==> config.mk <==
export PLATFORM = sky130hd
export DESIGN_NAME = axi_sys_bridge
export DESIGN_NICKNAME = d
export VERILOG_FILES = /design/src/logic/axi_sys_pkg.sv /design/src/logic/axi_wr_engine.sv /design/src/logic/axi_rd_engine.sv /design/src/logic/sys_bus_sequencer.sv /design/src/logic/axi_sys_bridge.sv
export SDC_FILE = /design/constraint.sdc
export NUM_CORES = 1
export LEC_CHECK = 0
export BUFFER_PORTS_ARGS = -buffer_cell sky130_fd_sc_hd__buf_4
export CAP_MARGIN = 25
export CELL_PAD_IN_SITES_DETAIL_PLACEMENT = 1
export CELL_PAD_IN_SITES_GLOBAL_PLACEMENT = 1
export CORE_MARGIN = 4
export CORE_UTILIZATION = 42
export CTS_CLUSTER_DIAMETER = 120
export CTS_CLUSTER_SIZE = 14
export DETAILED_ROUTE_END_ITERATION = 6
export PLACE_DENSITY_LB_ADDON = 0.1
export RECOVER_POWER = 25
export SLEW_MARGIN = 20
export SYNTH_ARGS = -nofsm -noshare
export SYNTH_HDL_FRONTEND = slang
export SYNTH_SLANG_ARGS = --single-unit
export TNS_END_PERCENT = 5
==> constraint.sdc <==
create_clock -name axi0_clk_i -period 3.03 [get_ports axi0_clk_i]
set_clock_uncertainty 0.05 [all_clocks]
set_input_delay 0.4545 -clock axi0_clk_i [delete_from_list [all_inputs] [get_ports axi0_clk_i]]
set_output_delay 0.4545 -clock axi0_clk_i [all_outputs]
set_load 0.05 [all_outputs]
==> src/logic/axi_sys_pkg.sv <==
// Shared definitions for the AXI to system bus bridge
// - AXI and system bus field widths
// - AXI response and burst type codes
// - per beat address step and the bus acknowledge timeout
package axi_sys_pkg;

  // ------------------------------
  // widths
  // ------------------------------
  localparam int unsigned addr_w = 32;  // AXI and system bus address
  localparam int unsigned data_w = 32;  // one word per beat
  localparam int unsigned sel_w  = 4;   // byte select, one bit per byte
  localparam int unsigned id_w   = 12;  // GP port ID width
  localparam int unsigned len_w  = 4;   // burst length field, up to 16 beats

  // ------------------------------
  // AXI codes
  // ------------------------------
  localparam logic [1:0] resp_okay   = 2'b00;  // normal access done
  localparam logic [1:0] resp_slverr = 2'b10;  // bus error or timeout

  localparam logic [1:0] burst_fixed = 2'b00;  // same address every beat
  localparam logic [1:0] burst_incr  = 2'b01;  // address advances per beat

  // byte increment between beats of an INCR burst
  localparam logic [addr_w-1:0] addr_step = 32'd4;

  // ------------------------------
  // bus acknowledge timeout
  // ------------------------------
  localparam int unsigned timeout_cnt_w = 6;  // wide enough for ack_timeout

  // cycles after the enable pulse before the access is ended with an error
  localparam logic [timeout_cnt_w-1:0] ack_timeout = 6'd32;

endpackage

==> src/logic/axi_wr_engine.sv <==
`timescale 1ns/1ps
// AXI write channel engine
// - AW capture, W beat capture and B response
// - one four-phase bus write request per beat
// - INCR or FIXED addressing, beats counted against awlen
module axi_wr_engine (
  input  logic                            axi0_clk_i,  // bridge clock
  input  logic                            arst_n_i,    // async reset, active low
  // write address channel
  input  logic [axi_sys_pkg::id_w-1:0]    awid_i,
  input  logic [axi_sys_pkg::addr_w-1:0]  awaddr_i,
  input  logic [axi_sys_pkg::len_w-1:0]   awlen_i,     // beats minus one
  input  logic [1:0]                      awburst_i,
  input  logic                            awvalid_i,
  output logic                            awready_o,
  // write data channel
  input  logic [axi_sys_pkg::data_w-1:0]  wdata_i,
  input  logic [axi_sys_pkg::sel_w-1:0]   wstrb_i,
  input  logic                            wlast_i,     // beat count is used instead
  input  logic                            wvalid_i,
  output logic                            wready_o,
  // write response channel
  output logic [axi_sys_pkg::id_w-1:0]    bid_o,
  output logic [1:0]                      bresp_o,
  output logic                            bvalid_o,
  input  logic                            bready_i,
  // request toward the bus sequencer
  output logic                            wr_req_o,
  output logic [axi_sys_pkg::addr_w-1:0]  wr_addr_o,
  output logic [axi_sys_pkg::data_w-1:0]  wr_data_o,
  output logic [axi_sys_pkg::sel_w-1:0]   wr_sel_o,
  input  logic                            wr_ack_i,
  input  logic                            wr_err_i
);

  typedef enum logic [1:0] {
    st_idle,  // waiting for AW
    st_data,  // waiting for a W beat
    st_req,   // bus write in flight
    st_resp   // B response pending
  } state_t;

  state_t                        state;
  logic [axi_sys_pkg::len_w-1:0] len_q;     // awlen of current burst
  logic [axi_sys_pkg::len_w-1:0] beat_cnt;  // beats already written
  logic                          incr_q;    // address advances per beat
  logic                          err_q;     // sticky, any beat erred
  logic                          last_beat;
  logic                          aw_hs;
  logic                          w_hs;

  // ------------------------------
  // handshakes
  // ------------------------------
  // no new beat while the previous ack is still high
  assign wready_o  = (state == st_data) && !wr_ack_i;
  assign aw_hs     = awready_o && awvalid_i;
  assign w_hs      = wready_o && wvalid_i;
  assign last_beat = (beat_cnt == len_q);

  // ------------------------------
  // control FSM
  // ------------------------------
  always_ff @(posedge axi0_clk_i or negedge arst_n_i) begin
    if (!arst_n_i) begin
      state     <= st_idle;
      awready_o <= 1'b0;
      bvalid_o  <= 1'b0;
      wr_req_o  <= 1'b0;
    end else begin
      case (state)
        st_idle: begin
          awready_o <= 1'b1;                 // open one cycle after entry
          if (aw_hs) begin
            awready_o <= 1'b0;
            state     <= st_data;
          end
        end
        st_data: begin
          if (w_hs) begin
            wr_req_o <= 1'b1;                // data and address now stable
            state    <= st_req;
          end
        end
        st_req: begin
          if (wr_ack_i) begin
            wr_req_o <= 1'b0;                // phase 3 of the handshake
            if (last_beat) begin
              bvalid_o <= 1'b1;
              state    <= st_resp;
            end else begin
              state <= st_data;
            end
          end
        end
        st_resp: begin
          if (bready_i) begin                // hold bid and bresp until taken
            bvalid_o <= 1'b0;
            state    <= st_idle;
          end
        end
        default: state <= st_idle;
      endcase
    end
  end

  // ------------------------------
  // burst and beat payload
  // ------------------------------
  always_ff @(posedge axi0_clk_i) begin
    if (aw_hs) begin
      bid_o     <= awid_i;
      wr_addr_o <= awaddr_i;
      len_q     <= awlen_i;
      incr_q    <= (awburst_i == axi_sys_pkg::burst_incr);
      beat_cnt  <= '0;
      err_q     <= 1'b0;
    end
    if (w_hs) begin
      wr_data_o <= wdata_i;
      wr_sel_o  <= wstrb_i;
    end
    if ((state == st_req) && wr_ack_i) begin
      err_q    <= err_q | wr_err_i;
      beat_cnt <= beat_cnt + 1'b1;
      if (incr_q)
        wr_addr_o <= wr_addr_o + axi_sys_pkg::addr_step;  // next word
      if (last_beat)
        bresp_o <= (err_q | wr_err_i) ? axi_sys_pkg::resp_slverr : axi_sys_pkg::resp_okay;
    end
  end

endmodule

==> src/logic/axi_rd_engine.sv <==
`timescale 1ns/1ps
// AXI read channel engine
// - AR capture and per beat four-phase bus read request
// - R beat built from returned data and error, held under rready stalls
// - INCR or FIXED addressing, rlast on beat arlen
module axi_rd_engine (
  input  logic                            axi0_clk_i,  // bridge clock
  input  logic                            arst_n_i,    // async reset, active low
  // read address channel
  input  logic [axi_sys_pkg::id_w-1:0]    arid_i,
  input  logic [axi_sys_pkg::addr_w-1:0]  araddr_i,
  input  logic [axi_sys_pkg::len_w-1:0]   arlen_i,     // beats minus one
  input  logic [1:0]                      arburst_i,
  input  logic                            arvalid_i,
  output logic                            arready_o,
  // read data channel
  output logic [axi_sys_pkg::id_w-1:0]    rid_o,
  output logic [axi_sys_pkg::data_w-1:0]  rdata_o,
  output logic [1:0]                      rresp_o,     // per beat response
  output logic                            rlast_o,
  output logic                            rvalid_o,
  input  logic                            rready_i,
  // request toward the bus sequencer
  output logic                            rd_req_o,
  output logic [axi_sys_pkg::addr_w-1:0]  rd_addr_o,
  input  logic                            rd_ack_i,
  input  logic                            rd_err_i,
  input  logic [axi_sys_pkg::data_w-1:0]  rd_data_i
);

  typedef enum logic [1:0] {
    st_idle,   // waiting for AR
    st_issue,  // raise request once previous ack is gone
    st_wait,   // bus read in flight
    st_resp    // R beat pending
  } state_t;

  state_t                        state;
  logic [axi_sys_pkg::len_w-1:0] len_q;     // arlen of current burst
  logic [axi_sys_pkg::len_w-1:0] beat_cnt;  // beat being read
  logic                          incr_q;
  logic                          ar_hs;
  logic                          r_hs;

  assign ar_hs = arready_o && arvalid_i;
  assign r_hs  = rvalid_o && rready_i;

  // ------------------------------
  // control FSM
  // ------------------------------
  always_ff @(posedge axi0_clk_i or negedge arst_n_i) begin
    if (!arst_n_i) begin
      state     <= st_idle;
      arready_o <= 1'b0;
      rvalid_o  <= 1'b0;
      rd_req_o  <= 1'b0;
    end else begin
      case (state)
        st_idle: begin
          arready_o <= 1'b1;
          if (ar_hs) begin
            arready_o <= 1'b0;
            state     <= st_issue;
          end
        end
        st_issue: begin
          if (!rd_ack_i) begin               // four-phase, ack must be low first
            rd_req_o <= 1'b1;
            state    <= st_wait;
          end
        end
        st_wait: begin
          if (rd_ack_i) begin
            rd_req_o <= 1'b0;
            rvalid_o <= 1'b1;                // R beat in the cycle after ack
            state    <= st_resp;
          end
        end
        st_resp: begin
          if (rready_i) begin                // no new bus read while stalled
            rvalid_o <= 1'b0;
            state    <= rlast_o ? st_idle : st_issue;
          end
        end
        default: state <= st_idle;
      endcase
    end
  end

  // ------------------------------
  // burst and beat payload
  // ------------------------------
  always_ff @(posedge axi0_clk_i) begin
    if (ar_hs) begin
      rid_o     <= arid_i;
      rd_addr_o <= araddr_i;
      len_q     <= arlen_i;
      incr_q    <= (arburst_i == axi_sys_pkg::burst_incr);
      beat_cnt  <= '0;
    end
    if ((state == st_wait) && rd_ack_i) begin
      rdata_o <= rd_data_i;
      rresp_o <= rd_err_i ? axi_sys_pkg::resp_slverr : axi_sys_pkg::resp_okay;
      rlast_o <= (beat_cnt == len_q);
    end
    if (r_hs) begin
      beat_cnt <= beat_cnt + 1'b1;
      if (incr_q)
        rd_addr_o <= rd_addr_o + axi_sys_pkg::addr_step;
    end
  end

endmodule

==> src/logic/sys_bus_sequencer.sv <==
`timescale 1ns/1ps
// System bus sequencer
// - round-robin grant between read and write engine requests
// - one enable pulse per access, acknowledge timeout
// - four-phase ack back to the granted engine
module sys_bus_sequencer (
  input  logic                            axi0_clk_i,  // bridge clock
  input  logic                            arst_n_i,    // async reset, active low
  // write engine side
  input  logic                            wr_req_i,
  input  logic [axi_sys_pkg::addr_w-1:0]  wr_addr_i,
  input  logic [axi_sys_pkg::data_w-1:0]  wr_data_i,
  input  logic [axi_sys_pkg::sel_w-1:0]   wr_sel_i,
  output logic                            wr_ack_o,
  output logic                            wr_err_o,
  // read engine side
  input  logic                            rd_req_i,
  input  logic [axi_sys_pkg::addr_w-1:0]  rd_addr_i,
  output logic                            rd_ack_o,
  output logic                            rd_err_o,
  output logic [axi_sys_pkg::data_w-1:0]  rd_data_o,
  // system bus
  output logic [axi_sys_pkg::addr_w-1:0]  sys_addr_o,
  output logic [axi_sys_pkg::data_w-1:0]  sys_wdata_o,
  output logic [axi_sys_pkg::sel_w-1:0]   sys_sel_o,
  output logic                            sys_wen_o,   // one cycle pulse
  output logic                            sys_rd_en_o, // one cycle pulse
  input  logic [axi_sys_pkg::data_w-1:0]  sys_rdata_i,
  input  logic                            sys_err_i,
  input  logic                            sys_ack_i
);

  typedef enum logic [1:0] {st_idle, st_bus, st_done} state_t;

  state_t                                state;
  logic                                  prio_rd;   // read wins a tie
  logic                                  owner_wr;  // access belongs to write engine
  logic [axi_sys_pkg::timeout_cnt_w-1:0] timer;     // cycles since enable pulse
  logic                                  err_q;
  logic                                  grant_rd;
  logic                                  grant_wr;
  logic                                  bus_end;

  assign grant_rd = rd_req_i && (!wr_req_i || prio_rd);
  assign grant_wr = wr_req_i && !grant_rd;
  assign bus_end  = sys_ack_i || (timer == axi_sys_pkg::ack_timeout);
  assign wr_err_o = err_q;   // only the owner's ack qualifies it
  assign rd_err_o = err_q;

  // ------------------------------
  // control FSM
  // ------------------------------
  always_ff @(posedge axi0_clk_i or negedge arst_n_i) begin
    if (!arst_n_i) begin
      state       <= st_idle;
      prio_rd     <= 1'b0;
      owner_wr    <= 1'b0;
      timer       <= '0;
      sys_wen_o   <= 1'b0;
      sys_rd_en_o <= 1'b0;
      wr_ack_o    <= 1'b0;
      rd_ack_o    <= 1'b0;
    end else begin
      case (state)
        st_idle: begin
          timer <= '0;
          if (grant_rd || grant_wr) begin
            owner_wr    <= grant_wr;
            sys_wen_o   <= grant_wr;         // pulse in the cycle after grant
            sys_rd_en_o <= grant_rd;
            prio_rd     <= grant_wr;         // other side next time
            state       <= st_bus;
          end
        end
        st_bus: begin
          sys_wen_o   <= 1'b0;
          sys_rd_en_o <= 1'b0;
          timer       <= timer + 1'b1;
          if (bus_end) begin
            wr_ack_o <= owner_wr;
            rd_ack_o <= !owner_wr;
            state    <= st_done;
          end
        end
        st_done: begin
          if (owner_wr ? !wr_req_i : !rd_req_i) begin  // req seen low
            wr_ack_o <= 1'b0;
            rd_ack_o <= 1'b0;
            state    <= st_idle;
          end
        end
        default: state <= st_idle;
      endcase
    end
  end

  // ------------------------------
  // bus payload and result
  // ------------------------------
  always_ff @(posedge axi0_clk_i) begin
    if ((state == st_idle) && (grant_rd || grant_wr)) begin
      sys_addr_o  <= grant_wr ? wr_addr_i : rd_addr_i;
      sys_wdata_o <= wr_data_i;
      sys_sel_o   <= grant_wr ? wr_sel_i : '1;          // reads take the whole word
    end
    if ((state == st_bus) && bus_end) begin
      err_q     <= !sys_ack_i || sys_err_i;             // timeout counts as error
      rd_data_o <= sys_ack_i ? sys_rdata_i : '0;
    end
  end

endmodule

==> src/logic/axi_sys_bridge.sv <==
`timescale 1ns/1ps
// AXI slave to system bus bridge, top level
// - write engine, read engine and shared bus sequencer
module axi_sys_bridge (
  input  logic                            axi0_clk_i,
  input  logic                            arst_n_i,
  // write address
  input  logic [axi_sys_pkg::id_w-1:0]    awid_i,
  input  logic [axi_sys_pkg::addr_w-1:0]  awaddr_i,
  input  logic [axi_sys_pkg::len_w-1:0]   awlen_i,
  input  logic [1:0]                      awburst_i,
  input  logic                            awvalid_i,
  output logic                            awready_o,
  // write data
  input  logic [axi_sys_pkg::data_w-1:0]  wdata_i,
  input  logic [axi_sys_pkg::sel_w-1:0]   wstrb_i,
  input  logic                            wlast_i,
  input  logic                            wvalid_i,
  output logic                            wready_o,
  // write response
  output logic [axi_sys_pkg::id_w-1:0]    bid_o,
  output logic [1:0]                      bresp_o,
  output logic                            bvalid_o,
  input  logic                            bready_i,
  // read address
  input  logic [axi_sys_pkg::id_w-1:0]    arid_i,
  input  logic [axi_sys_pkg::addr_w-1:0]  araddr_i,
  input  logic [axi_sys_pkg::len_w-1:0]   arlen_i,
  input  logic [1:0]                      arburst_i,
  input  logic                            arvalid_i,
  output logic                            arready_o,
  // read data
  output logic [axi_sys_pkg::id_w-1:0]    rid_o,
  output logic [axi_sys_pkg::data_w-1:0]  rdata_o,
  output logic [1:0]                      rresp_o,
  output logic                            rlast_o,
  output logic                            rvalid_o,
  input  logic                            rready_i,
  // system bus
  output logic [axi_sys_pkg::addr_w-1:0]  sys_addr_o,
  output logic [axi_sys_pkg::data_w-1:0]  sys_wdata_o,
  output logic [axi_sys_pkg::sel_w-1:0]   sys_sel_o,
  output logic                            sys_wen_o,
  output logic                            sys_rd_en_o,
  input  logic [axi_sys_pkg::data_w-1:0]  sys_rdata_i,
  input  logic                            sys_err_i,
  input  logic                            sys_ack_i
);

  // ------------------------------
  // engine to sequencer handshake
  // ------------------------------
  logic                           wr_req, wr_ack, wr_err;
  logic [axi_sys_pkg::addr_w-1:0] wr_addr;
  logic [axi_sys_pkg::data_w-1:0] wr_data;
  logic [axi_sys_pkg::sel_w-1:0]  wr_sel;
  logic                           rd_req, rd_ack, rd_err;
  logic [axi_sys_pkg::addr_w-1:0] rd_addr;
  logic [axi_sys_pkg::data_w-1:0] rd_data;

  // AXI ports connect by name, internal ones listed
  axi_wr_engine u_wr (
    .*,
    .wr_req_o  (wr_req),
    .wr_addr_o (wr_addr),
    .wr_data_o (wr_data),
    .wr_sel_o  (wr_sel),
    .wr_ack_i  (wr_ack),
    .wr_err_i  (wr_err)
  );

  axi_rd_engine u_rd (
    .*,
    .rd_req_o  (rd_req),
    .rd_addr_o (rd_addr),
    .rd_ack_i  (rd_ack),
    .rd_err_i  (rd_err),
    .rd_data_i (rd_data)
  );

  sys_bus_sequencer u_seq (
    .*,
    .wr_req_i  (wr_req),
    .wr_addr_i (wr_addr),
    .wr_data_i (wr_data),
    .wr_sel_i  (wr_sel),
    .wr_ack_o  (wr_ack),
    .wr_err_o  (wr_err),
    .rd_req_i  (rd_req),
    .rd_addr_i (rd_addr),
    .rd_ack_o  (rd_ack),
    .rd_err_o  (rd_err),
    .rd_data_o (rd_data)
  );

endmodule

== Word-level counts from Yosys, hierarchy flattened ==
Cells that the tools add are included.
Storage, ports and cells
  output and inout bits: 136
  bits in registers: 304
  word-level logic and storage cells: 168
  bits in read-only memories: 0
  latch bits: 0
  memories: 0
  bits in writable memories: 0
Cells by class
  divide/modulo/power cells: 0
  reductions and logical operators: 43
  add/sub/neg operators: 5
  shift operators: 0
  equal/unequal tests: 25
  muxes and demuxes: 57
  multipliers: 0
  bitwise logic cells: 1
  $lt $le $gt $ge: 0
Operator list (count)
  32-bit 2-to-1 mux: 7
  32-bit by 3-bit adder with 32-bit output, second input constant: 2
  2-bit 2-to-1 mux: 14
  1-bit 2-to-1 mux: 20
  2-bit by 1-bit inequality test with 1-bit output, second input constant: 9
  4-bit 2-to-1 mux: 4
  1-bit case mux with 2 select lines: 8
  2-bit case mux with 4 select lines: 2
  2-bit nonzero test: 8
  3-bit AND reduction: 5
  6-bit case mux with 2 select lines: 1
  4-bit AND reduction: 3
  1-bit logical AND: 11
  2-bit by 1-bit == test with 1-bit output, second input constant: 5
  2-bit == test, second input constant: 5
  4-bit by 1-bit adder with 4-bit output, second input constant: 2
  4-bit == test: 2
  6-bit by 1-bit adder with 6-bit output, second input constant: 1
  6-bit == test, second input constant: 1
  1-bit logical NOT: 6
  2-bit logical NOT: 3
  2-bit inequality test, second input constant: 3
  2-bit case mux with 3 select lines: 1
  2-bit AND reduction: 3
  other kinds (2): 5

== Depth between registers and ports, before layout ==
Gate-level depths: netlist of the first run.
  word-level depth: 8
  depth in mapped cells: 8
  gate-level depth less buffers: 7

== By module ==
From an unflattened synthesis of the first run, not the netlist that was laid out.
Unflattened totals
  cells, all modules: 894
  area total of the unflattened synthesis: 12175.4 µm²
Modules (own cells, without submodules)
  sys_bus_sequencer: sequential area each 3358.2 µm², area an instance 4499.3 µm², cells each 249, instances 1
  axi_wr_engine: sequential area each 2557.5 µm², area an instance 3842.4 µm², cells each 320, instances 1
  axi_rd_engine: sequential area each 2437.3 µm², area an instance 3833.7 µm², cells each 325, instances 1

== Worst setup path after synthesis of the first run ==
OpenSTA, ideal clock, no wires.
  kind: register to register
  start: register u_wr.state[1]
  end: register u_wr.wr_data_o[0] in the netlist's numbering (enable)
  path slack: 286 ps
  period minus slack after synthesis: 2744 ps
  buffers on the path: 1
  data arrival time: 2264 ps
  cell stages (with the launch flop): 4
  cell sequence: dfrtp_1 clkbuf_1 nand2b_1 nor2_1
On the way
  cells in the longest elaborated chain, start to end: 3
Ends and longest elaborated chain
  from (decl): line axi_wr_engine.sv:43  | state_t state;
  from (signal assigned): line axi_wr_engine.sv:66  | state <= st_idle;
  from (signal assigned): line axi_wr_engine.sv:76  | state <= st_data;
  from (signal assigned): line axi_wr_engine.sv:82  | state <= st_req;
  2-bit by 1-bit == test with 1-bit output: line axi_wr_engine.sv:56  | assign wready_o = (state == st_data) && !wr_ack_i;
  1-bit logical AND: line axi_wr_engine.sv:56
  1-bit logical AND: line axi_wr_engine.sv:58  | assign w_hs = wready_o && wvalid_i;
  net u_wr.w_hs: line axi_wr_engine.sv:50  | logic w_hs;
  to (signal assigned): line axi_wr_engine.sv:120  | wr_data_o <= wdata_i;
  to (decl): line axi_wr_engine.sv:30  | output logic [axi_sys_pkg::data_w-1:0] wr_data_o,
The timed path passes the listed nets, and every way through them passes these cells.
A chain may end at the register's enable or synchronous reset.

== Final worst setup path of the first run ==
  start: register u_wr.state[1]
  end: register u_wr.wr_addr_o[24] in the netlist's numbering
On the way
  cells in the longest elaborated chain, start to end: 3
Ends and longest elaborated chain
  2-bit == test: line axi_wr_engine.sv:123  | if ((state == st_req) && wr_ack_i) begin
  1-bit logical AND: line axi_wr_engine.sv:123
  32-bit 2-to-1 mux: line axi_wr_engine.sv:123
  to (signal assigned): line axi_wr_engine.sv:113  | wr_addr_o <= awaddr_i;
  to (signal assigned): line axi_wr_engine.sv:127  | wr_addr_o <= wr_addr_o + axi_sys_pkg::addr_step;
  to (decl): line axi_wr_engine.sv:29  | output logic [axi_sys_pkg::addr_w-1:0] wr_addr_o,
Every way passes these cells.

==> impl_metrics.env, run 1 <==
export IMPL_swShare_pct=41.3
export IMPL_cp_depth=5
export IMPL_synth_seq_cells=302
export IMPL_cts_setup_buffers=0
export IMPL_clkSinkCount=302
export IMPL_fp_dieW_um=177
export IMPL_io_pins=314
export IMPL_dr_wl_met3_um=2730
export IMPL_path_buf_inv=0
export IMPL_path_class="register to register"
export IMPL_grt_start_max_net_pins=41
export IMPL_layout_commonest_cell="buf_4"
export IMPL_path_max_fanout=12
export IMPL_nNetsFinal=1420
export IMPL_ant_nets=0
export IMPL_clkTransAtPathRegs_ps=70
export IMPL_finalMaxSlewViolations=0
export IMPL_syn_instance_count=910
export IMPL_ys_seq_area_share_pct=69.5
export IMPL_hold_viol_final=0
export IMPL_powerDensity_mw_per_mm2=1080
export IMPL_die_h_um=177
export IMPL_cts_root_buf="clkbuf_16"
export IMPL_seq_power_share_pct=44.1
export IMPL_rrSetupSlack_ps=610
export IMPL_gp_congestion=0.789
export IMPL_dr_pass1_iters=4
export IMPL_synth_edf_count=219
export IMPL_synthFlopType="edfxtp_1"
export IMPL_cp_arrival_ps=2790
export IMPL_drive_above_1_share_pct=32.7
export IMPL_cts_made_buffers=25
export IMPL_pwr_share_clk_pct=17.9
export IMPL_cts_hold_buf=1
export IMPL_dp_hpwl_um=25500
export IMPL_dp_cells=1581
export IMPL_drc=0
export IMPL_wl_met1_um=14000
export IMPL_clock_latency_ps=540
export IMPL_wl_met2_um=16400
export IMPL_cts_tree="done"
export IMPL_die_area_mm2=0.0314
export IMPL_power_switching_mw=6.97
export IMPL_antenna_found_initial=2
export IMPL_totalWireLength_um=33900
export IMPL_cp_slowest_cell="and4b_1"
export IMPL_final_setup_tns_ps=0
export IMPL_reg2regPathDepth=5
export IMPL_hold_class="input port to register"
export IMPL_grt_setup_unrepaired="false"
export IMPL_status="finished, final reports clean"
export IMPL_crit_chain="and4b_1, nand3_1, or3_4, o211ai_2, o211ai_1"
export IMPL_final_period_utilization_pct=79.8
export IMPL_grt_ovfl_total=0
export IMPL_grt_pass1_vias=8844
export IMPL_port_buffers=310
export IMPL_cp_end_kind="register"
export IMPL_layout_cells_most_common_list="buf_4, edfxtp_1, nor2_1"
export IMPL_max_cap_violations=0
export IMPL_p_int_mw=9.91
export IMPL_grt_usage_pct=21.0
export IMPL_power_frac_comb_pct=38.0
export IMPL_setup_viol=0
export IMPL_max_slew_margin_pct=8.10
export IMPL_synth_avg_cell_area_um2=13.2
export IMPL_cts_max_path_buffers=3
export IMPL_via_count=8599
export IMPL_grt_pass1_wl_um=51200
export IMPL_htree_levels=1
export IMPL_layout_cells_non_filler=1629
export IMPL_ys_types=70
export IMPL_tightest_slew_ps=1380
export IMPL_slowest_delay_ps=550
export IMPL_core_area_mm2=0.0280
export IMPL_routed_via_density=5.28
export IMPL_area_growth_syn_to_layout_pct=29.5
export IMPL_fmax_mhz=414
export IMPL_synthArstFlopShare_pct=7.62
export IMPL_fill_cells=2927
export IMPL_drt_iter0_drc=476
export IMPL_p_leak_nw=6.01
export IMPL_worstSetupStartpointType="register"
export IMPL_ctsResizeCount=0
export IMPL_whs_path_depth=2
export IMPL_rows=61
export IMPL_crit_required_ps=3400
export IMPL_ir_drop_mv=0.519
export IMPL_routed_top_layer="met5"
export IMPL_yosysWarnings=0
export IMPL_synth_area_mm2=0.0120
export IMPL_finalCriticalPeriod_ps=2420
export IMPL_wl_per_cell_um=20.8
export IMPL_initial_core_util_pct=42.9
export IMPL_cp_top_family="simple AND/OR/NAND/NOR gates"
[synthesized netlist by cell type (3+ instances only)]
cell type | instances | area (um^2)
a211oi_1 | 13 | 97.6
a21o_1 | 5 | 37.5
a21oi_1 | 34 | 170
a221o_1 | 6 | 60.1
a311oi_1 | 6 | 52.6
a31o_2 | 3 | 26.3
a31oi_1 | 6 | 37.5
and2_1 | 38 | 238
and3_1 | 13 | 81.3
buf_1 | 4 | 15.0
buf_2 | 5 | 25.0
clkbuf_1 | 24 | 90.1
dfrtp_1 | 23 | 576
dfxtp_1 | 60 | 1200
edfxtp_1 | 219 | 6580
ha_1 | 11 | 138
inv_1 | 15 | 56.3
inv_2 | 3 | 11.3
mux2_2 | 31 | 349
mux2i_1 | 5 | 50.1
nand2_1 | 76 | 285
nand2b_1 | 10 | 62.6
nand3_1 | 33 | 165
nand4_1 | 22 | 138
nor2_1 | 79 | 297
nor2b_1 | 5 | 31.3
nor3_1 | 26 | 130
nor4_1 | 3 | 18.8
o211ai_1 | 10 | 75.1
o21ai_0 | 35 | 175
o21ai_1 | 3 | 15.0
o22ai_1 | 10 | 62.6
o31ai_1 | 3 | 22.5
o32ai_1 | 4 | 35.0
or3_1 | 5 | 31.3
xnor2_1 | 8 | 70.1
xor2_1 | 8 | 70.1
[cell type report]
cell class	instances	area, um^2	share of cell area, %
Tap cell	378	473	3.04
Inverter	19	71.3	0.458
Sequential cell	302	8350	53.6
Antenna cell	1	2.50	0.0161
Timing Repair Buffer	329	2480	15.9
Clock inverter	2	28.8	0.185
Multi-Input combinational cell	554	3470	22.3
Clock buffer	44	697	4.48
[worst reg2reg max path, delay by kind of cell, from the launching register on]
family | cells | cell delay (ps)
AO/OA/AOI/OAI | 2 | 250
AND/OR/NAND/NOR | 3 | 1500
flip-flops | 1 | 520
[final timing paths]
kind                                                  to                             start
setup / recovery              u_wr.wr_addr_o[24]$_DFF_P_         u_wr.state[1]$_DFFE_PN0P_
hold / removal                u_rd.rd_addr_o[11]$_DFF_P_                      araddr_i[11]
setup reg to reg              u_wr.wr_addr_o[24]$_DFF_P_         u_wr.state[1]$_DFFE_PN0P_
hold reg to reg                u_rd.rdata_o[9]$_DFFE_PP_  u_seq.rd_data_o[9]$_SDFFCE_PN0P_
max in group asynchronous      u_wr.state[1]$_DFFE_PN0P_                          arst_n_i
min in group asynchronous  u_seq.sys_rd_en_o$_DFFE_PN0P_                          arst_n_i
[logic make-up (layout without fill, tap and decap cells)]
kind of cell,Yosys count,count (layout),synth area share (%)
and+or+nand+nor,330,330,14.1
DFF,302,302,69.5
AOI/OAI and AO/OA,159,159,8.84
buffers and inverters,55,394,1.89
muxes,36,36,3.32
xor gates and xnor gates,16,16,1.17
adders and majority gates,11,11,1.14
other,1,3,0.0312
[flip-flops by register name, indices dropped and copies added (netlist names), 6 cells and up]
signal             count
u_rd.rd_addr_o        32
u_rd.rdata_o          32
u_rd.rid_o            12
u_seq.rd_data_o       32
u_seq.sys_addr_o      32
u_seq.sys_wdata_o     32
u_seq.timer            6
u_wr.bid_o            12
u_wr.wr_addr_o        32
u_wr.wr_data_o        32
[power by group through the flow]
stage          clock network (mW)  registers, mW  logic [mW]
2_1_floorplan                   0           9.18        2.38
3_3_place_gp                    0           7.42        6.39
3_5_place_dp                    0           7.52        6.50
4_1_cts                      3.12           7.45        6.52
5_1_grt                      3.27           7.62        6.92
6_report                     3.02           7.45        6.42
[stage by stage]
step | setup slack [ps] | cell area (um^2) | power (mW) | utilization [%] | hold slack (ps)
2_1_floorplan | 286 | 12000 | 11.6 | - | 109
3_3_place_gp | 691 | 14900 | 13.8 | 53.0 | 329
3_5_place_dp | 611 | 14900 | 14.0 | 53.0 | 333
4_1_cts | 639 | 15600 | 17.1 | 55.6 | 7.81
5_1_grt | 440 | 15600 | 17.8 | 55.6 | 35.0
6_report | 612 | 15600 | 16.9 | 55.6 | 53.1
[per-layer routing]
metal,vias to the layer above,GRT usage [%]
met3,46,5.55
met2,274,35.6
met1,4233,27.3
met4,2,4.61
met5,-,0
li1,4044,-
Power figures use the tool's default switching activity.
==> inputs of run 2 (changes only) <==
==> constraint.sdc (replaced) <==
create_clock -name axi0_clk_i -period 2.37 [get_ports axi0_clk_i]
set_clock_uncertainty 0.05 [all_clocks]
set_input_delay 0.3555 -clock axi0_clk_i [delete_from_list [all_inputs] [get_ports axi0_clk_i]]
set_output_delay 0.3555 -clock axi0_clk_i [all_outputs]
set_load 0.05 [all_outputs]
==> impl_metrics.env, run 2 (synthesis results as in run 1) <==
export IMPL_status="finished, final reports clean"
export IMPL_finalCriticalPeriod_ps=2090
export IMPL_hold_class="input port to register"
export IMPL_area_growth_syn_to_layout_pct=38.0
export IMPL_htree_levels=1
export IMPL_fp_dieW_um=177
export IMPL_port_buffers=310
export IMPL_drive_above_1_share_pct=31.1
export IMPL_grt_setup_unrepaired="false"
export IMPL_cts_tree="done"
export IMPL_die_area_mm2=0.0314
export IMPL_powerDensity_mw_per_mm2=1330
export IMPL_grt_pass1_vias=9643
export IMPL_dr_pass1_iters=5
export IMPL_antenna_found_initial=3
export IMPL_layout_cells_non_filler=1732
export IMPL_cts_root_buf="clkbuf_16"
export IMPL_initial_core_util_pct=42.9
export IMPL_fmax_mhz=477
export IMPL_core_area_mm2=0.0280
export IMPL_layout_commonest_cell="buf_4"
export IMPL_final_period_utilization_pct=88.4
export IMPL_grt_pass1_wl_um=57200
export IMPL_tightest_slew_ps=1390
export IMPL_path_max_fanout=7
export IMPL_clock_latency_ps=540
export IMPL_routed_via_density=5.27
export IMPL_ant_nets=0
export IMPL_cts_max_path_buffers=3
export IMPL_wl_per_cell_um=22.0
export IMPL_die_h_um=177
export IMPL_cp_arrival_ps=2500
export IMPL_nNetsFinal=1521
export IMPL_clkSinkCount=302
export IMPL_cp_end_kind="register"
export IMPL_rows=61
export IMPL_fill_cells=2848
export IMPL_cts_made_buffers=25
export IMPL_ir_drop_mv=0.775
export IMPL_drc=0
export IMPL_p_leak_nw=6.45
export IMPL_via_count=9122
export IMPL_crit_required_ps=2780
export IMPL_dp_hpwl_um=26000
export IMPL_worstSetupStartpointType="register"
export IMPL_grt_usage_pct=23.6
export IMPL_totalWireLength_um=38200
export IMPL_final_setup_tns_ps=0
export IMPL_finalMaxSlewViolations=0
export IMPL_grt_ovfl_total=0
export IMPL_io_pins=314
export IMPL_max_cap_violations=0
export IMPL_dp_cells=1591
export IMPL_setup_viol=0
export IMPL_max_slew_margin_pct=7.41
export IMPL_gp_congestion=0.811
export IMPL_path_class="register to register"
export IMPL_drt_iter0_drc=495
export IMPL_clkTransAtPathRegs_ps=70
export IMPL_grt_start_max_net_pins=69
export IMPL_layout_cells_most_common_list="buf_4, edfxtp_1, dlygate4sd3_1"
export IMPL_hold_viol_final=0
## run 2: changes by cell type in the layout (fill, tap and decap cells not counted)
cell           previous run  this run
dlygate4sd3_1             1        92
and2_1                   19        10
and2_0                   18        27
clkbuf_4                 67        47
buf_1                     0         1
diode_2                   1         3
buf_4                   254       283
clkbuf_1                 24        22
buf_12                    2         4
## run 2: area by class of cell
cell class	instances	area, um^2	share of cell area (%)
Antenna cell	3	7.51	0.0452
Clock buffer	44	697	4.20
Clock inverter	2	28.8	0.173
Inverter	19	71.3	0.430
Multi-Input combinational cell	554	3470	20.9
Sequential cell	302	8350	50.3
Tap cell	378	473	2.85
Timing Repair Buffer	430	3490	21.1
## run 2: repair_timing
action,in CTS,in global routing
buffers inserted,0,0
setup endpoints to repair,0,0
hold endpoints to repair,114,0
resized for setup,0,0
hold buffers,92,0
## run 2: final timing paths
kind | startpoint | endpoint | slack (ps) | cells after the start
setup / recovery | u_wr.wr_addr_o[2]$_DFF_P_ | u_wr.wr_addr_o[16]$_DFF_P_ | 280 | 7
hold / removal | awaddr_i[17] | u_wr.wr_addr_o[17]$_DFF_P_ | 20 | 3
setup reg to reg | u_wr.wr_addr_o[2]$_DFF_P_ | u_wr.wr_addr_o[16]$_DFF_P_ | 280 | 7
hold reg to reg | u_seq.rd_data_o[26]$_SDFFCE_PN0P_ | u_rd.rdata_o[26]$_DFFE_PP_ | 370 | 0
max in group asynchronous | arst_n_i | u_seq.timer[4]$_DFFE_PN0P_ | 840 | 2
min in group asynchronous | arst_n_i | u_rd.rd_req_o$_DFFE_PN0P_ | 620 | 2
## run 2: per-stage QoR
stage | area [um^2] | hold slack (ps) | power, mW | setup WS, ps | utilization (%)
3_3_place_gp | 15000 | 233 | 17.7 | 361 | 53.4
3_5_place_dp | 15000 | 233 | 18.0 | 290 | 53.4
6_report | 16600 | 24.6 | 22.0 | 276 | 59.2
4_1_cts | 16600 | 0.115 | 22.1 | 269 | 59.3
2_1_floorplan | 12000 | 9.91 | 14.8 | -355 | -
5_1_grt | 16600 | 10.9 | 23.1 | 97.2 | 59.2
## run 2: power by group
group	internal, mW	total (mW)	switching [mW]
combinational	2.87	8.55	5.68
sequential	7.98	9.54	1.57
clock	2.01	3.93	1.93
total	12.9	22.0	9.17
## run 2: worst max-delay path: stages (launching register included)
cell	delay, ps
dfxtp_1	530
ha_1	280
and4_1	230
nand3_1	150
buf_4	210
nor3_1	230
nor3_1	90
a211oi_1	220
## run 2: per-layer routing
metal  vias up  routed length (um)  global-route usage (%)
met5         -                  11                       0
met4         2                 882                    5.71
met3        56                2850                    6.20
met2       305               18800                    40.9
met1      4511               15600                    29.8
li1       4248                   -                       -
==> inputs of run 3 (changes only) <==
--- a/config.mk
+++ b/config.mk
@@ -5,12 +5,13 @@
 export SDC_FILE = /design/constraint.sdc
 export NUM_CORES = 1
 export LEC_CHECK = 0
+export ABC_AREA = 1
 export BUFFER_PORTS_ARGS = -buffer_cell sky130_fd_sc_hd__buf_4
 export CAP_MARGIN = 25
 export CELL_PAD_IN_SITES_DETAIL_PLACEMENT = 1
 export CELL_PAD_IN_SITES_GLOBAL_PLACEMENT = 1
-export CORE_MARGIN = 4
-export CORE_UTILIZATION = 42
+export CORE_MARGIN = 2
+export CORE_UTILIZATION = 41
 export CTS_CLUSTER_DIAMETER = 120
 export CTS_CLUSTER_SIZE = 14
 export DETAILED_ROUTE_END_ITERATION = 6
==> impl_metrics.env, run 3 <==
export IMPL_status="finished, final reports clean"
export IMPL_io_pins=314
export IMPL_via_count=10229
export IMPL_dp_hpwl_um=26800
export IMPL_grt_setup_unrepaired="false"
export IMPL_yosysMostFrequentCell="nand2_1"
export IMPL_drt_iter0_drc=516
export IMPL_cts_root_buf="clkbuf_16"
export IMPL_drc=0
export IMPL_path_buf_inv=3
export IMPL_reg2regPathDepth=8
export IMPL_ant_nets=0
export IMPL_placed_area_mm2=0.0157
export IMPL_core_area_mm2=0.0307
export IMPL_die_area_mm2=0.0328
export IMPL_gp_congestion=0.804
export IMPL_fmax_mhz=502
export IMPL_path_max_fanout=4
export IMPL_max_cap_violations=0
export IMPL_hold_class="input port to register"
export IMPL_layout_commonest_cell="nand2_1"
export IMPL_synth_area_mm2=0.0129
export IMPL_synth_common_cells="nand2_1, edfxtp_1, inv_1"
export IMPL_syn_instance_count=1282
export IMPL_synth_edf_count=219
export IMPL_wl_met2_um=18900
export IMPL_synth_xor_area_share_pct=1.63
export IMPL_rrSetupSlack_ps=560
export IMPL_synthArstFlopShare_pct=7.62
export IMPL_synth_simple_area_share_pct=18.2
export IMPL_totalWireLength_um=38100
export IMPL_synth_top_area_share_pct=51.1
export IMPL_stdcell_area_mm2=0.0172
export IMPL_worstSetupStartpointType="register"
export IMPL_fill_cells=3476
export IMPL_r2r_end="u_wr.wr_addr_o[7]$_DFF_P_"
export IMPL_antenna_found_initial=2
export IMPL_finalMaxSlewViolations=0
export IMPL_final_setup_tns_ps=0
export IMPL_port_buffers=310
export IMPL_cp_slowest_cell="dfrtp_1"
export IMPL_clkTransAtPathRegs_ps=70
export IMPL_clkSinkCount=302
export IMPL_ys_top_cells_by_area="edfxtp_1, nand2_1, dfxtp_1"
export IMPL_wl_met1_um=16600
export IMPL_register_area_mm2=0.00835
export IMPL_yosysWarnings=0
export IMPL_whs_path_depth=3
export IMPL_cp_arrival_ps=1590
export IMPL_dr_wl_met3_um=1960
export IMPL_fp_dieW_um=181
export IMPL_cp_end_kind="output port"
export IMPL_wl_per_cell_um=18.2
export IMPL_clock_latency_ps=550
export IMPL_area_growth_syn_to_layout_pct=33.9
export IMPL_slowest_delay_ps=420
export IMPL_grt_usage_pct=22.8
export IMPL_finalCriticalPeriod_ps=1990
export IMPL_min_delay_worst_endpoint="u_rd.rd_addr_o[22]$_DFF_P_"
export IMPL_synth_seq_cells=302
export IMPL_synth_compound_area_share_pct=8.15
export IMPL_final_period_utilization_pct=84.0
export IMPL_die_h_um=181
export IMPL_ys_seq_area_share_pct=64.9
export IMPL_cp_top_family="flip-flops"
export IMPL_setup_viol=0
export IMPL_nNetsFinal=1869
export IMPL_ir_drop_mv=0.734
export IMPL_p_leak_nw=7.48
export IMPL_crit_chain="inv_2, nor2_1, inv_1, nor2_1, buf_4"
export IMPL_grt_pass1_wl_um=58800
export IMPL_tightest_slew_ps=1340
export IMPL_rows=64
export IMPL_synth_avg_cell_area_um2=10.0
export IMPL_hp_start="araddr_i[22]"
export IMPL_multi_input_area_mm2=0.00379
export IMPL_synthFlopType="edfxtp_1"
export IMPL_routed_via_density=4.88
export IMPL_dr_pass1_iters=5
export IMPL_grt_pass1_vias=10677
export IMPL_cts_tree="done"
export IMPL_layout_cells_most_common_list="nand2_1, buf_4, edfxtp_1"
export IMPL_cpMostUsedCell="nor2_1"
export IMPL_final_util_pct=56.1
export IMPL_yosys_area_share_adder_pct=1.07
export IMPL_synth_top_cell_by_area="edfxtp_1"
export IMPL_crit_required_ps=1960
export IMPL_ys_types=35
export IMPL_initial_core_util_pct=41.9
export IMPL_htree_levels=1
export IMPL_powerDensity_mw_per_mm2=1330
export IMPL_critPathLaunch="u_wr.state[0]$_DFFE_PN0P_"
export IMPL_path_class="register to output port"
export IMPL_ctsResizeCount=0
export IMPL_hold_viol_final=0
export IMPL_cts_max_path_buffers=3
export IMPL_grt_ovfl_total=0
export IMPL_cts_made_buffers=25
export IMPL_synth_top_family_by_area="simple AND/OR/NAND/NOR gates"
export IMPL_routed_top_layer="met5"
export IMPL_max_slew_margin_pct=10.6
export IMPL_drive_above_1_share_pct=23.2
export IMPL_synth_mux_area_fraction_pct=0.0875
export IMPL_whs_ps=14.3
export IMPL_grt_start_max_net_pins=70
export IMPL_timing_rr_start="u_wr.state[0]$_DFFE_PN0P_"
run 3: changes by cell type in the layout (fill, tap and decap cells not counted), sizes merged, moves of 23 or more:
cell | previous run | this run
o21ai | 38 | 113
nand4 | 23 | 0
mux2 | 31 | 1
nand2 | 76 | 347
inv | 19 | 151
buf | 288 | 263
nor2 | 80 | 153
and2 | 38 | 3
run 3: area by class of cell:
cell class              count  area share (%)
flip-flops and latches    302            48.5
multi-input cells         794            22.0
repair buffers            407            19.2
clock buffers              42            4.00
inverters                 150            3.27
well taps                 396            2.87
clock inverters             2           0.167
diodes                      1          0.0145
run 3: kinds of logic (layout without fill, tap and decap cells):
family / count (synthesis) / after routing
simple gates: 564 / 564
flops: 302 / 302
compound gates: 192 / 192
buf+inv: 187 / 601
xor+xnor: 24 / 24
fa+ha+maj: 11 / 11
other cells: 1 / 3
mux: 1 / 1
run 3: worst min-delay path, delay by kind of cell:
kind	cells	cell delay (ps)
AO/OA/AOI/OAI	1	50
buffers and inverters	1	70
AND/OR/NAND/NOR	1	90
run 3: routing by layer:
metal  up-vias  track usage (%)
li1       5016                -
met4         2             4.59
met2       259             40.4
met5         -                0
met1      4904             29.5
met3        48             3.97
run 3: per-stage QoR:
step                      power (mW)  instances  setup slack, ps
final                           22.9       2094              378
after global routing            24.3       2093              251
after CTS                       23.1       2093              340
after detailed placement        19.0       1967              574
after global placement          18.6       1967              659
after floorplan                 15.6       1283             -232
run 3: timing repair:
item,in CTS,in global routing
hold endpoints to repair,104,0
setup buffers,0,0
hold buffers,82,0
run 3: worst max-delay path by stage:
stage,depth (start not counted),endpoint,slack (ps)
after CTS,5,wready_o,340
after global placement,5,u_rd.rdata_o[16]$_DFFE_PP_,660
final,5,wready_o,380
after global routing,5,wready_o,250
after detailed placement,8,u_wr.wr_addr_o[7]$_DFF_P_,570
after floorplan,6,u_wr.wr_data_o[0]$_DFFE_PP_,-230
run 3: where the power goes:
part,internal (mW),switching [mW]
Combinational,2.84,6.71
Clock,1.99,1.92
Sequential,8.08,1.37
